**config.mk**
```make
export PLATFORM = sky130hd
export DESIGN_NAME = fm_acc_top
export DESIGN_NICKNAME = d
export VERILOG_FILES = /design/src/design/fm_cfg_pkg.sv /design/src/design/fm_bus_pkg.sv /design/src/design/fm_acc_top.sv /design/src/design/fm_carrier_sel.sv /design/src/design/fm_out_scale.sv /design/src/design/fm_side_acc.sv /design/src/design/fm_slot_seq.sv
export SDC_FILE = /design/constraint.sdc
export NUM_CORES = 1
export LEC_CHECK = 0
export ABC_AREA = 1
export BUFFER_PORTS_ARGS = -buffer_cell sky130_fd_sc_hd__clkbuf_2
export CAP_MARGIN = 20
export CORE_ASPECT_RATIO = 0.6
export CORE_UTILIZATION = 60
export CTS_CLUSTER_SIZE = 20
export DETAILED_ROUTE_END_ITERATION = 8
export GPL_TIMING_DRIVEN = 0
export PLACE_DENSITY = 0.77
export SETUP_SLACK_MARGIN = 0.15
export SYNTH_ARGS = -nofsm -noshare
export SYNTH_HDL_FRONTEND = slang
export SYNTH_SLANG_ARGS = --single-unit
export TNS_END_PERCENT = 1
```
**constraint.sdc**
```tcl
create_clock -name clk -period 3.6 [get_ports clk]
set_input_delay 0.54 -clock clk [delete_from_list [all_inputs] [get_ports clk]]
set_output_delay 0.54 -clock clk [all_outputs]
set_load 0.005 [all_outputs]
```
**src/design/fm_cfg_pkg.sv**
```systemverilog
package fm_cfg_pkg;

    localparam int num_ch   = 6;                   // Channels in one sample frame
    localparam int num_op   = 4;                   // Operators per channel
    localparam int num_slot = num_ch * num_op;     // Operator slots per frame, 24
    localparam int pcm_ch   = 5;                   // Channel that PCM data can replace

    localparam int op_w  = 9;                      // Signed operator result width
    localparam int snd_w = 12;                     // Signed accumulator and output width

    // Limits of the signed snd_w range, used by both limiters
    localparam logic signed [snd_w-1:0] snd_max = {1'b0, {(snd_w-1){1'b1}}};
    localparam logic signed [snd_w-1:0] snd_min = {1'b1, {(snd_w-1){1'b0}}};

    // Channel algorithm number as written in the channel configuration
    typedef enum logic [2:0] {
        alg0 = 3'd0,                               // Serial chain, S4 is the only carrier
        alg1 = 3'd1,
        alg2 = 3'd2,
        alg3 = 3'd3,
        alg4 = 3'd4,                               // Two pairs, S2 and S4 carry
        alg5 = 3'd5,                               // S1 modulates three carriers
        alg6 = 3'd6,
        alg7 = 3'd7                                // Four free-running carriers
    } fm_alg_e;

    // Operator groups numbered in the order they pass through the frame
    typedef enum logic [1:0] {
        op_s1 = 2'd0,                              // Slots 0 to 5
        op_s3 = 2'd1,                              // Slots 6 to 11
        op_s2 = 2'd2,                              // Slots 12 to 17
        op_s4 = 2'd3                               // Slots 18 to 23
    } fm_op_e;

endpackage

```
**src/design/fm_bus_pkg.sv**
```systemverilog
package fm_bus_pkg;

    // Position of the slot being served in the current enabled cycle
    typedef struct packed {
        logic [2:0]         ch;                    // Channel 0 to 5
        fm_cfg_pkg::fm_op_e grp;                   // Operator group of the slot
        logic               zero;                  // High in slot 0 only
    } slot_pos_t;

    // Word handed to both side accumulators once per slot
    typedef struct packed {
        logic signed [fm_cfg_pkg::op_w-1:0] sample; // Operator result or converted PCM
        logic                               zero;   // Frame start, closes the running sum
        logic [1:0]                         rl;     // Left in bit 1, right in bit 0
    } acc_req_t;

    // One stereo sample at accumulator width
    typedef struct packed {
        logic signed [fm_cfg_pkg::snd_w-1:0] left;
        logic signed [fm_cfg_pkg::snd_w-1:0] right;
    } stereo_t;

endpackage

```
**src/design/fm_acc_top.sv**
```systemverilog
`timescale 1ns/10ps

module fm_acc_top (
    input  logic                                clk,
    input  logic                                rst,
    input  logic                                clk_en,
    input  logic signed [fm_cfg_pkg::op_w-1:0]  op_result,
    input  logic                                pcm_en,
    input  logic [fm_cfg_pkg::op_w-1:0]         pcm,
    input  logic                                cfg_we,
    input  logic [2:0]                          cfg_ch,
    input  fm_cfg_pkg::fm_alg_e                 cfg_alg,
    input  logic [1:0]                          cfg_rl,
    output fm_bus_pkg::stereo_t                 snd,
    output logic                                sample_valid
);
    import fm_cfg_pkg::*;
    import fm_bus_pkg::*;

    slot_pos_t               slot;                 // Sequencer to selector
    acc_req_t                req;                  // Selector to both accumulators
    logic signed [snd_w-1:0] side_snd [2];         // Index 0 left, 1 right
    stereo_t                 pre;                  // Unscaled frame result

    fm_slot_seq slot_seq_i (
        .clk    (clk),
        .rst    (rst),
        .clk_en (clk_en),
        .slot   (slot)
    );

    fm_carrier_sel carrier_sel_i (
        .clk       (clk),
        .rst       (rst),
        .clk_en    (clk_en),
        .slot      (slot),
        .op_result (op_result),
        .pcm_en    (pcm_en),
        .pcm       (pcm),
        .cfg_we    (cfg_we),
        .cfg_ch    (cfg_ch),
        .cfg_alg   (cfg_alg),
        .cfg_rl    (cfg_rl),
        .req       (req)
    );

    // Left takes rl bit 1, right takes rl bit 0
    for (genvar i = 0; i < 2; i++) begin : g_side
        fm_side_acc side_acc_i (
            .clk    (clk),
            .rst    (rst),
            .clk_en (clk_en),
            .sample (req.sample),
            .zero   (req.zero),
            .sum_en (req.rl[1-i]),
            .snd    (side_snd[i])
        );
    end

    assign pre.left  = side_snd[0];
    assign pre.right = side_snd[1];

    fm_out_scale out_scale_i (
        .clk          (clk),
        .rst          (rst),
        .clk_en       (clk_en),
        .zero         (req.zero),
        .pre          (pre),
        .out          (snd),
        .sample_valid (sample_valid)
    );

endmodule

```
**src/design/fm_carrier_sel.sv**
```systemverilog
`timescale 1ns/10ps

module fm_carrier_sel (
    input  logic                                clk,
    input  logic                                rst,
    input  logic                                clk_en,
    input  fm_bus_pkg::slot_pos_t               slot,
    input  logic signed [fm_cfg_pkg::op_w-1:0]  op_result,
    input  logic                                pcm_en,
    input  logic [fm_cfg_pkg::op_w-1:0]         pcm,
    input  logic                                cfg_we,
    input  logic [2:0]                          cfg_ch,
    input  fm_cfg_pkg::fm_alg_e                 cfg_alg,
    input  logic [1:0]                          cfg_rl,
    output fm_bus_pkg::acc_req_t                req
);
    import fm_cfg_pkg::*;
    import fm_bus_pkg::*;

    fm_alg_e    alg_tbl [num_ch];                  // Algorithm per channel
    logic [1:0] rl_tbl  [num_ch];                  // Left/right enables per channel
    fm_alg_e    cur_alg;
    logic [1:0] cur_rl;
    logic       carrier;                           // Slot output reaches the mix
    logic       pcm_slot;                          // Slot belongs to the PCM channel in PCM mode
    logic       use_pcm;                           // Slot carries the PCM sample instead
    acc_req_t   req_nxt;

    // Configuration port writes regardless of clk_en
    always_ff @(posedge clk) begin
        if (rst) begin
            for (int i = 0; i < num_ch; i++) begin
                alg_tbl[i] <= alg0;
                rl_tbl[i]  <= 2'b11;               // Both sides on after reset
            end
        end else if (cfg_we && (cfg_ch < 3'(num_ch))) begin
            alg_tbl[cfg_ch] <= cfg_alg;
            rl_tbl[cfg_ch]  <= cfg_rl;
        end
    end

    assign cur_alg = alg_tbl[slot.ch];
    assign cur_rl  = rl_tbl[slot.ch];

    // Carrier membership from the channel algorithm and the operator group
    always_comb begin
        case (cur_alg)
            alg4:       carrier = (slot.grp == op_s2) || (slot.grp == op_s4);
            alg5, alg6: carrier = (slot.grp != op_s1);
            alg7:       carrier = 1'b1;
            default:    carrier = (slot.grp == op_s4);
        endcase
    end

    assign pcm_slot = pcm_en && (slot.ch == 3'(pcm_ch));
    assign use_pcm  = pcm_slot && (slot.grp == op_s4); // One S4 slot per frame for channel 5

    always_comb begin
        req_nxt.zero = slot.zero;
        if (use_pcm) begin
            req_nxt.sample = {~pcm[op_w-1], pcm[op_w-2:0]}; // Offset binary to signed
            req_nxt.rl     = cur_rl;               // PCM ignores the algorithm
        end else begin
            req_nxt.sample = op_result;
            // In PCM mode the other channel 5 slots stay out of the mix
            req_nxt.rl     = (carrier && !pcm_slot) ? cur_rl : 2'b00;
        end
    end

    always_ff @(posedge clk) begin
        if (rst) begin
            req <= '0;
        end else if (clk_en) begin
            req <= req_nxt;                        // One enabled cycle behind the slot
        end
    end

endmodule

```
**src/design/fm_out_scale.sv**
```systemverilog
`timescale 1ns/10ps

module fm_out_scale (
    input  logic                clk,
    input  logic                rst,
    input  logic                clk_en,
    input  logic                zero,
    input  fm_bus_pkg::stereo_t pre,
    output fm_bus_pkg::stereo_t out,
    output logic                sample_valid
);
    import fm_cfg_pkg::*;

    logic zero_d;                                  // Accumulator outputs changed last enabled cycle

    // Gain of 1.25 as x + x/4, clamped to the output range
    function automatic logic signed [snd_w-1:0] boost(input logic signed [snd_w-1:0] x);
        logic signed [snd_w:0] wide;
        wide = {x[snd_w-1], x} + {{3{x[snd_w-1]}}, x[snd_w-1:2]};
        if (wide[snd_w] != wide[snd_w-1]) begin
            return wide[snd_w] ? snd_min : snd_max;
        end
        return wide[snd_w-1:0];
    endfunction

    always_ff @(posedge clk) begin
        if (rst) begin
            zero_d       <= 1'b0;
            out          <= '0;
            sample_valid <= 1'b0;
        end else begin
            sample_valid <= clk_en && zero_d;      // Drops on the next clk even with clk_en low
            if (clk_en) begin
                zero_d <= zero;
                if (zero_d) begin
                    out.left  <= boost(pre.left);
                    out.right <= boost(pre.right);
                end
            end
        end
    end

endmodule

```
**src/design/fm_side_acc.sv**
```systemverilog
`timescale 1ns/10ps

module fm_side_acc (
    input  logic                                clk,
    input  logic                                rst,
    input  logic                                clk_en,
    input  logic signed [fm_cfg_pkg::op_w-1:0]  sample,
    input  logic                                zero,
    input  logic                                sum_en,
    output logic signed [fm_cfg_pkg::snd_w-1:0] snd
);
    import fm_cfg_pkg::*;

    logic signed [snd_w-1:0] sum;                  // Running sum of the current frame
    logic signed [snd_w-1:0] ext;                  // Sample widened to the sum width
    logic signed [snd_w:0]   add;                  // One spare bit to see the overflow
    logic signed [snd_w-1:0] lim;                  // Sum after the limiter

    assign ext = {{(snd_w - op_w){sample[op_w-1]}}, sample};
    assign add = {sum[snd_w-1], sum} + {ext[snd_w-1], ext};

    // Top two bits disagree only when the true sum left the snd_w range
    always_comb begin
        if (add[snd_w] != add[snd_w-1]) begin
            lim = add[snd_w] ? snd_min : snd_max;  // Sign bit tells the direction
        end else begin
            lim = add[snd_w-1:0];
        end
    end

    always_ff @(posedge clk) begin
        if (rst) begin
            sum <= '0;
            snd <= '0;
        end else if (clk_en) begin
            if (zero) begin
                snd <= sum;                        // Previous frame is complete
                sum <= sum_en ? ext : '0;          // Slot 0 opens the new frame
            end else if (sum_en) begin
                sum <= lim;
            end
        end
    end

endmodule

```
**src/design/fm_slot_seq.sv**
```systemverilog
`timescale 1ns/10ps

module fm_slot_seq (
    input  logic                  clk,
    input  logic                  rst,
    input  logic                  clk_en,
    output fm_bus_pkg::slot_pos_t slot
);
    import fm_cfg_pkg::*;

    logic [4:0] slot_cnt;                          // Absolute slot number 0 to 23
    logic [2:0] ch_cnt;                            // Channel within the current group
    fm_op_e     grp;                               // Current operator group
    logic [1:0] grp_nxt;                           // Group number after the channel wrap

    // Groups are numbered in frame order, so stepping past S4 lands on S1
    assign grp_nxt = 2'(grp + 2'd1);

    // The slot counter and the channel and group counters advance together
    always_ff @(posedge clk) begin
        if (rst) begin
            slot_cnt <= '0;
            ch_cnt   <= '0;
            grp      <= op_s1;
        end else if (clk_en) begin
            if (slot_cnt == 5'(num_slot - 1)) begin
                slot_cnt <= '0;                    // Last slot of the frame
            end else begin
                slot_cnt <= slot_cnt + 5'd1;
            end
            if (ch_cnt == 3'(num_ch - 1)) begin
                ch_cnt <= '0;                      // Channel 5 done, next group starts
                grp    <= fm_op_e'(grp_nxt);
            end else begin
                ch_cnt <= ch_cnt + 3'd1;
            end
        end
    end

    assign slot.ch   = ch_cnt;
    assign slot.grp  = grp;
    assign slot.zero = (slot_cnt == 5'd0);         // Frame start marker for the whole chain

endmodule

```
==> metrics.md, run 1 <==
| Metric | Value |
|---|---|
| CP Class | flop to flop |
| F_max | 313 MHz |
| Most common cell after layout, fill and taps aside | nand2_1 |
| Yosys top cell by area | dfxtp_1 |
| TritonCTS clock tree | done |
| Clock Path Buffers | 2 |
| Clock skew | 12.6 ps |
| Clock Sink Count | 139 |
| Worst path required time | 3970 ps |
| Minimum clock period | 3190 ps |
| Hold Violations, Final | 0 |
| Ys async rst share | 0 |
| Synth Area in Adders | 0.0909 |
| First-pass GRT wire length | 35,900 um |
| Vias/cell | 5.52 |
| Syn-to-layout area delta | 14.2% |
| Largest family of logic cells by synthesized area | simple AND/OR/NAND/NOR gates |
| Port Buffers | 53 |
| Final Max Tran Viols | 0 |
| Largest net degree at the start of global routing | 17 |
| Post-detailed-route wirelength per cell | 15.0 um |
| Synth top area share | 0.234 |
| Cell Pwr Density | 467 nW/um2 |
| Core area | 13,700 um2 |
| Vias after detailed routing | 8,086 |
| Unique masters post-synth | 39 |
| Startpoint Class | flop |
| Post-synth EDFFs | 40 |
| Worst hold margin | 427 ps |
| Number of diodes | 0 |
| Clock latency on the worst-skew pair | 430 ps |
| H-tree levels | 4 |
| FP Rows | 33 |
| RSZ-0062 raised after global routing | yes |
| Crit-path max FO | 10 |
| DP HPWL | 16,600 um |
| Antenna viol nets, final | 0 |
| Die Span X | 155 um |
| Final WL | 22,000 um |
| Setup crit end kind | flop |
| Overall routing resource usage | 0.317 |
| DRC viols | 0 |
| Layout cells sized above 1 | 0.130 |
| Num CTS Buffers | 17 |
| Status | complete, no violations |
| DRT iter0 DRCs | 755 |
| Post-synthesis mux area share | 0 |
| Die area | 14,600 um2 |
| Total Negative Setup Slacks | 0 ps |
| VDD IR max | 0.323 mV |
| Ys flop type | dfxtp_1 |
| Worst-margin pin slew | 669 ps |
| Vias in the first global route | 7,237 |
| Synth top area cells | dfxtp_1 23%, edfxtp_1 14%, nand2_1 10% |
| Post-CTS Hold Buffers | 0 |
| Gp weighted congestion | 0.926 |
| Final setup fails | 0 |
| Pleak | 4.63 nW |
| Xor/xnor share of the synthesized area | 0.0124 |
| Slew headroom | 0.554 |
| Compound-Gate Fraction of Synth Area | 0.154 |
| Antenna violations before repair | 0 |
| R2r setup slk | 410 ps |
| Synthesized cell area | 8450 um2 |
| Synth warnings | 0 |
| Initial Util | 0.617 |
| Most frequent cells in the layout | 232 x nand2_1, 154 x nor2_1, 150 x inv_1 |
| Synth Area in Simple Gates | 0.278 |
| Tcrit/Tclk final | 0.887 |
| Hold WC Path Type | primary input to flop |
| Max-cap violations | 0 |
| Router iterations before antenna repair | 5 |
| Sequential element share of the synthesized area | 0.376 |
| Mapped Cells | 1,177 |
| Die Y | 93.9 um |
| Avg Cell Area, Syn | 7.18 um2 |
| Net count, final | 1,351 |
| Root Driver | clkbuf_16 |
| Congestion Overflow GR | 0 |
| CP Data Arrival Time | 3560 ps |
| Synthesized flop and latch total | 139 |
| Ports | 56 |
| Clock transition at path regs | 60 ps |
layout make-up:
| class | count | area (um2) |
|---|---|---|
| fill | 1185 | 4050 |
| multi-input combinational | 854 | 4570 |
| sequential | 139 | 3180 |
| timing repair buffer | 56 | 285 |
| inverter | 162 | 617 |
| tap | 192 | 240 |
| buffer | 31 | 134 |
| clock inverter | 14 | 196 |
| clock buffer | 18 | 429 |
through the flow:
step	std cells	utilization	power (mW)	setup slack, ps	cell area [um2]
finish	1466	0.704	4.50	408	9650
CTS	1463	0.702	4.47	159	9620
floorplan	1186	-	2.40	822	8490
global placement	1431	0.656	2.60	194	8990
detailed placement	1431	0.656	2.62	93.1	8990
global route	1466	0.704	4.68	140	9650
metal layers:
metal | vias to the layer above | share of wire | global-route usage
li1 | 4024 | - | -
met1 | 3702 | 0.50 | 0.485
met2 | 339 | 0.39 | 0.449
met3 | 21 | 0.10 | 0.0664
met4 | 0 | 0.011 | 0.0768
met5 | - | 0 | 0
sequential cells by signal (all words and copies together) (netlist names), 2 cells and up, named ones only:
signal,flops
carrier_sel_i.alg_tbl,24
g_side.side_acc_i.sum,24
carrier_sel_i.rl_tbl,16
out_scale_i.out,24
g_side.side_acc_i.snd,24
slot_seq_i.ch_cnt,3
slot_seq_i.slot_cnt,5
slot_seq_i.grp,2
carrier_sel_i.req,12
synthesized netlist by cell type (all sizes together), types with 3 or more instances:
library cell and number:
a211oi 3, a21oi 87, a31oi 6, buf 12
clkbuf 19, clkinv 7, dfxtp 99, edfxtp 40
fa 4, ha 55, inv 155, nand2 254
nand3 66, nand3b 5, nand4 16, nor2 167
nor3 11, o211ai 13, o21ai 129, o22ai 3
or2 8, xor2 11
kinds of logic (layout without fill, tap and decap cells):
kind of cell / Yosys count / after routing
flip-flops: 139 / 139
other: 1 / 10
XOR/XNOR: 12 / 12
AND/OR/NAND/NOR: 529 / 529
AO/OA/AOI/OAI: 244 / 244
buffers and inverters: 193 / 281
adder cells (fa/ha/maj): 59 / 59
power by group:
part	internal (mW)	switching, mW
registers	1.72	0.0845
logic	0.286	0.537
clock network	1.16	0.718
total	3.16	1.34
final timing paths:
kind,cells after the start,from,endpoint
worst min register to register,2,out_scale_i.zero_d,out_scale_i.zero_d
worst min-delay path,3,cfg_alg[0],carrier_sel_i.alg_tbl[4][0]
worst max register to register,17,g_side[1].side_acc_i.snd[2],out_scale_i.out[0]
worst max-delay path,17,g_side[1].side_acc_i.snd[2],out_scale_i.out[0]
worst max-delay path, cell delays in order, from the launching register on:
cell and delay, ps:
dfxtp_1 340, ha_1 370, nand3_1 110, nand3_1 130, nand4_1 120, nand2_1 90, a21oi_1 180, inv_1 60
nand2_1 70, nand2_1 50, a21oi_1 310, inv_1 80, ha_1 380, clkinvlp_4 230, o21ai_2 220, a21oi_1 70
or2_2 280, inv_1 50
what timing repair did:
item,in CTS,in global routing
resized for setup,1,7
setup endpoints to repair,9,22
buffers inserted,0,2
pin swaps,0,0
(Power assumes the default switching activity.)
==> run 2, diff against run 1 <==
ABC_AREA = 0   (was 1)
==> metrics.md, run 2 <==
| Metric | Value |
|---|---|
| Synthesized cell area | 7850 um2 (-7.1%) |
| Root Driver | clkbuf_16 |
| Hold-critical path depth | 2 (-1) |
| Clock transition at path regs | 60 ps (about the same) |
| Crit-path max FO | 9 (-1) |
| Synth top area cells | dfxtp_1 25%, edfxtp_1 15%, ha_1 8.8% |
| First-pass GRT wire length | 34,300 um (-4.5%) |
| Minimum clock period | 3430 ps (+234 ps) |
| Overall routing resource usage | 0.331 (+0.0133) |
| Number of diodes | 0 (unchanged) |
| Layout cells sized above 1 | 0.148 (+0.0179) |
| Clock skew | 9.13 ps (-3.43 ps) |
| Cell types with the highest counts after synthesis | 115 x nand2_1, 99 x dfxtp_1, 82 x a21oi_1 |
| Final setup fails | 0 (unchanged) |
| Avg Cell Area, Syn | 9.11 um2 (+27%) |
| Setup crit end kind | flop |
| Core area | 12,400 um2 (-9.5%) |
| Syn-to-layout area delta | 14.3% (about the same) |
| Vias after detailed routing | 7,046 (-13%) |
| Status | complete, no violations |
| Register area | 3190 um2 (about the same) |
| DP HPWL | 16,100 um (-3.3%) |
| H-tree levels | 4 (unchanged) |
| CP Class | flop to flop |
| Synth warnings | 0 (unchanged) |
| Antenna violations before repair | 0 (unchanged) |
| Ys flop type | dfxtp_1 |
| Ys async rst share | 0 (unchanged) |
| Congestion Overflow GR | 0 (unchanged) |
| Fin util | 0.723 (+0.0187) |
| Vias/cell | 6.27 (+14%) |
| Final WL | 21,500 um (-2.2%) |
| DRC viols | 0 (unchanged) |
| Highest routing layer actually used | met4 |
| Worst-margin pin slew | 751 ps (+82.0 ps) |
| Tcrit/Tclk final | 0.952 (+0.0650) |
| Crit path max-delay family | compound AO/OA/AOI/OAI gates |
| Die area | 13,600 um2 (-7.0%) |
| Hold Violations, Final | 0 (unchanged) |
| Die Span X | 150 um (-3.6%) |
| Post-synth EDFFs | 40 (unchanged) |
| Met3 Routed Length | 2360 um (+7.5%) |
| Fillers | 945 (-20%) |
| Worst path required time | 3940 ps (-30 ps) |
| Slew headroom | 0.499 (-0.0547) |
| CP cell instances | ha_1 -> a21o_1 -> a21oi_2 -> o21ai_0 -> a31oi_1 -> o21bai_2 -> a21oi_1 -> o21ai_0 -> ha_1 -> clkbuf_2 -> or4b_2 -> a21o_1 -> nand3_1 |
| DRT iter0 DRCs | 829 (+9.8%) |
| Sequential element share of the synthesized area | 0.405 (+0.0289) |
| Post-CTS Hold Buffers | 0 (unchanged) |
| Largest net degree at the start of global routing | 17 (unchanged) |
| Post-route setup slack | 174 ps (-234 ps) |
| Most frequent cells in the layout | 115 x nand2_1, 97 x dfxtp_1, 80 x a21oi_1 |
| Area post-placement | 8360 um2 (-7.1%) |
| Clock latency on the worst-skew pair | 420 ps (about the same) |
| Max incr delay on CP | 660 ps (+280 ps) |
| Max-cap violations | 0 (unchanged) |
| Total Negative Setup Slacks | 0 ps (unchanged) |
| Yosys top cell by area | dfxtp_1 |
| Die Y | 90.6 um (-3.6%) |
| Mapped Cells | 862 (-27%) |
| Final Max Tran Viols | 0 (unchanged) |
| Clock Path Buffers | 2 (unchanged) |
| Pleak | 3.72 nW (-20%) |
| Clock Sink Count | 139 (unchanged) |
| Post-detailed-route wirelength per cell | 19.1 um (+28%) |
| Wl on met1 | 9630 um (-13%) |
| Gp weighted congestion | 0.976 (+5.4%) |
| Pre-CTS WS | 74.7 ps (-18.4 ps) |
| Vias in the first global route | 6,780 (-6.3%) |
| Port Buffers | 53 (unchanged) |
| Synthesized flop and latch total | 139 (unchanged) |
| Most common cell after layout, fill and taps aside | nand2_1 |
| Cell Pwr Density | 447 nW/um2 (-4.1%) |
| Reg2Reg Depth | 13 (-4) |
| Antenna viol nets, final | 0 (unchanged) |
| Unique masters post-synth | 81 (+110%) |
| VDD IR max | 0.294 mV (-9.0%) |
| Synth top area share | 0.252 (+0.0180) |
| Met2 WL | 9170 um (+8.2%) |
| Final instance area | 8970 um2 (-7.1%) |
| TritonCTS clock tree | done |
| WP depth | 13 (-4) |
| Initial Util | 0.633 (+0.0158) |
| RSZ-0062 raised after global routing | yes |
| CP Data Arrival Time | 3770 ps (+210 ps) |
| Multi-input logic area | 4460 um2 (-2.4%) |
| Startpoint Class | flop |
| FP Rows | 31 (-6.1%) |
| Count leader, synth | nand2_1 |
| Router iterations before antenna repair | 7 (+2) |
| F_max | 292 MHz (-6.8%) |
| Hold WC Path Type | primary input to flop |
| Net count, final | 1,035 (-23%) |
| Ports | 56 (unchanged) |
| Worst path bufs/invs | 1 (-3) |
| CP max-delay cell | or4b_2 |
| Num CTS Buffers | 17 (unchanged) |
[run 2: area by class of cell]
class,count,share of cell area
Sequential cell,139,0.355
Buffer,38,0.0174
Timing Repair Buffer,55,0.0310
Multi-Input combinational cell,664,0.497
Inverter,30,0.0125
Tap cell,165,0.0230
Clock buffer,17,0.0474
Clock inverter,15,0.0167
[run 2: logic make-up (layout without fill, tap and decap cells)]
group                      count (synthesis)  in the layout  synth area share
and+or+nand+nor                          287            287             0.168
AOI/OAI and AO/OA                        252            252             0.211
DFF                                      139            139             0.405
buffers and inverters                     68            155            0.0339
adders and majority gates                 60             60            0.0993
xor gates and xnor gates                  31             31            0.0346
muxes                                     24             24            0.0469
other                                      1             10          0.000478
[run 2: final timing paths]
check | end | slack (ps) | from
worst min-delay path | carrier_sel_i.rl_tbl[2][1] | 410 | cfg_rl[1]
worst max register to register | out_scale_i.out[21] | 170 | g_side[0].side_acc_i.snd[1]
worst min register to register | out_scale_i.out[2] | 460 | out_scale_i.out[2]
worst max-delay path | out_scale_i.out[21] | 170 | g_side[0].side_acc_i.snd[1]
[run 2: what timing repair did]
action,CTS,global route
gates resized for setup,2,9
setup endpoints to repair,6,15
pin swaps,1,1
buffers inserted,0,1
hold endpoints to repair,0,0
[run 2: layer usage]
metal	vias up	track usage
li1	3275	-
met2	373	0.480
met5	-	0
met3	33	0.0823
met1	3365	0.484
met4	0	0.0960
[run 2: power breakdown]
| part | internal (mW) | switching (mW) |
|---|---|---|
| Clock | 1.02 | 0.719 |
| Combinational | 0.204 | 0.321 |
| Sequential | 1.69 | 0.0641 |
| Total | 2.91 | 1.10 |
[run 2: stage by stage]
step                hold WS (ps)  cells  power, mW
floorplan                    441    871       2.13
global placement             452   1089       2.26
detailed placement           452   1089       2.29
CTS                          400   1121       3.99
global route                 411   1123       4.13
finish                       413   1123       4.01
[run 2: worst reg2reg max path: cells and delay by family, from the launching register on]
family / cells / cell delay [ps]
AOI/OAI and AO/OA: 8 / 1480
and+or+nand+nor: 2 / 780
adders and majority gates: 2 / 570
DFF: 1 / 340
buffers and inverters: 1 / 190
==> run 3, diff against run 2 <==
REMOVE_ABC_BUFFERS = 1   (was not set)
==> metrics.md, run 3 (same netlist as run 2, synthesis figures left out) <==
| Metric | Value |
|---|---|
| Startpoint Class | flop |
| Clock skew | 11.1 ps (+1.95 ps) |
| Slew headroom | 0.291 (-0.208) |
| VDD IR max | 0.309 mV (+5.0%) |
| Number of diodes | 0 (unchanged) |
| DP HPWL | 13,500 um (-16%) |
| Worst Hold Launch | cfg_rl[1] |
| DRC viols | 0 (unchanged) |
| Antenna viol nets, final | 0 (unchanged) |
| Vias in the first global route | 6,364 (-6.1%) |
| Net count, final | 1,000 (-3.4%) |
| Worst path required time | 3970 ps (+30 ps) |
| Overall routing resource usage | 0.293 (-0.0376) |
| Largest net degree at the start of global routing | 43 (+26) |
| R2r setup slk | 320 ps (+150 ps) |
| First-pass GRT wire length | 31,100 um (-9.5%) |
| Root Driver | clkbuf_16 |
| Vias after detailed routing | 6,696 (-5.0%) |
| Cell Pwr Density | 461 nW/um2 (+3.0%) |
| Layout cells sized above 1 | 0.150 (+0.00129) |
| Pleak | 3.69 nW (-0.64%) |
| Final setup fails | 0 (unchanged) |
| Crit-path max FO | 9 (unchanged) |
| Die Y | 90.6 um (unchanged) |
| Clock latency on the worst-skew pair | 430 ps (about the same) |
| Post-detailed-route wirelength per cell | 17.4 um (-8.9%) |
| Clock Path Buffers | 2 (unchanged) |
| Hold Violations, Final | 0 (unchanged) |
| Fin util | 0.719 (-0.00383) |
| CP Class | flop to flop |
| Congestion Overflow GR | 0 (unchanged) |
| Worst path bufs/invs | 0 (-1) |
| Final Max Tran Viols | 0 (unchanged) |
| CP Data Arrival Time | 3650 ps (-120 ps) |
| Max incr delay on CP | 660 ps (about the same) |
| Clock transition at path regs | 60 ps (about the same) |
| Gp weighted congestion | 0.907 (-7.0%) |
| Ports | 56 (unchanged) |
| Final WL | 19,000 um (-12%) |
| Status | complete, no violations |
| Antenna violations before repair | 0 (unchanged) |
| Syn-to-layout area delta | 13.7% |
| Clock Sink Count | 139 (unchanged) |
| Most frequent cells in the layout | 114 x nand2_1, 99 x dfxtp_1, 80 x a21oi_1 |
| Worst hold margin | 421 ps (+7.14 ps) |
| Hold EP | carrier_sel_i.rl_tbl[2][1] |
| Hold WC Path Type | primary input to flop |
| R2r endpoint | out_scale_i.out[21] |
| F_max | 305 MHz (+4.5%) |
| DRT iter0 DRCs | 589 (-29%) |
| Crit path max-delay family | compound AO/OA/AOI/OAI gates |
| Port Buffers | 55 (+3.8%) |
| Worst-margin pin slew | 1060 ps (+313 ps) |
| Minimum clock period | 3280 ps (-149 ps) |
| Total power | 4.11 mW (+2.4%) |
| RSZ-0062 raised after global routing | yes |
| Most common cell after layout, fill and taps aside | nand2_1 |
| Final instance area | 8930 um2 (-0.53%) |
| TritonCTS clock tree | done |
| Tcrit/Tclk final | 0.910 (-0.0414) |
| Post-CTS Hold Buffers | 0 (unchanged) |
| CP max-delay cell | or4b_2 |
| Vias/cell | 6.15 (-1.9%) |
| Reg2Reg Depth | 12 (-1) |
| FP Rows | 31 (unchanged) |
| Area post-placement | 8260 um2 (-1.2%) |
| Max-cap violations | 0 (unchanged) |
| H-tree levels | 4 (unchanged) |
| Die area | 13,600 um2 (unchanged) |
| Core area | 12,400 um2 (unchanged) |
| Initial Util | 0.633 (unchanged) |
| Die Span X | 150 um (unchanged) |
| Hold-critical path depth | 2 (unchanged) |
| Post-route setup slack | 323 ps (+149 ps) |
| Fillers | 915 (-3.2%) |
| Num CTS Buffers | 17 (unchanged) |
| Setup crit end kind | flop |
| Pre-CTS WS | 203 ps (+129 ps) |
| Reg2reg start | g_side[0].side_acc_i.snd[3] |
| Router iterations before antenna repair | 5 (-2) |
| Setup Fix Bufs, Post-CTS | 0 (unchanged) |
| CP cell instances | ha_1 -> a21o_1 -> a21oi_2 -> o21ai_0 -> a31oi_2 -> o21bai_1 -> a21oi_1 -> o21ai_0 -> ha_2 -> or4b_2 -> a21o_1 -> nand3_1 |
-- run 3: worst reg2reg max path, stage by stage, from the launching register on --
cell      delay, ps
dfxtp_1         430
ha_1            280
a21o_1          170
a21oi_2         200
o21ai_0         130
a31oi_2         250
o21bai_1        150
a21oi_1         200
o21ai_0         120
ha_2            390
or4b_2          660
a21o_1          180
nand3_1          60
-- run 3: final cells by class --
| type | count | area (um2) | area share |
|---|---|---|---|
| Timing Repair Buffer | 58 | 328 | 0.0367 |
| Clock buffer | 23 | 499 | 0.0559 |
| Inverter | 30 | 116 | 0.0130 |
| Sequential cell | 139 | 3180 | 0.357 |
| Multi-Input combinational cell | 664 | 4460 | 0.500 |
| Clock inverter | 9 | 130 | 0.0146 |
| Tap cell | 165 | 206 | 0.0231 |
-- run 3: worst max-delay path by stage --
| stage | startpoint | to | slack [ps] | cells after the start |
|---|---|---|---|---|
| floorplan | g_side[0].side_acc_i.snd[3] | out_scale_i.out[21] | 620 | 12 |
| global placement | rst | carrier_sel_i.alg_tbl[2][2] | -560 | 5 |
| detailed placement | g_side[1].side_acc_i.snd[3] | out_scale_i.out[10] | 200 | 12 |
| CTS | g_side[0].side_acc_i.snd[3] | out_scale_i.out[21] | 160 | 12 |
| global route | g_side[1].side_acc_i.snd[3] | out_scale_i.out[10] | 60 | 12 |
| finish | g_side[0].side_acc_i.snd[3] | out_scale_i.out[21] | 320 | 12 |
-- run 3: power breakdown --
| part | internal [mW] | leakage [nW] | switching (mW) |
|---|---|---|---|
| registers | 1.69 | 1.20 | 0.0758 |
| logic | 0.199 | 2.19 | 0.284 |
| clock network | 1.19 | 0.310 | 0.677 |
| total | 3.08 | 3.69 | 1.04 |
-- run 3: through the flow --
step	setup TNS (ps)	cells
2_1_floorplan	0	833
3_3_place_gp	-12110	1053
6_report	0	1088
3_5_place_dp	0	1055
5_1_grt	0	1088
4_1_cts	0	1087
-- run 3: metal layers --
metal  vias to the layer above  track usage  routed length (um)
met2                       244        0.444                8300
met3                        32        0.100                1690
met1                      3201        0.398                8700
met5                         -            0                   0
met4                         0       0.0766                 279
li1                       3219            -                   -
-- run 3: what timing repair did --
action                     CTS  global route
setup endpoints to repair    0            18
gates resized for setup      0             8
hold endpoints to repair     0             0
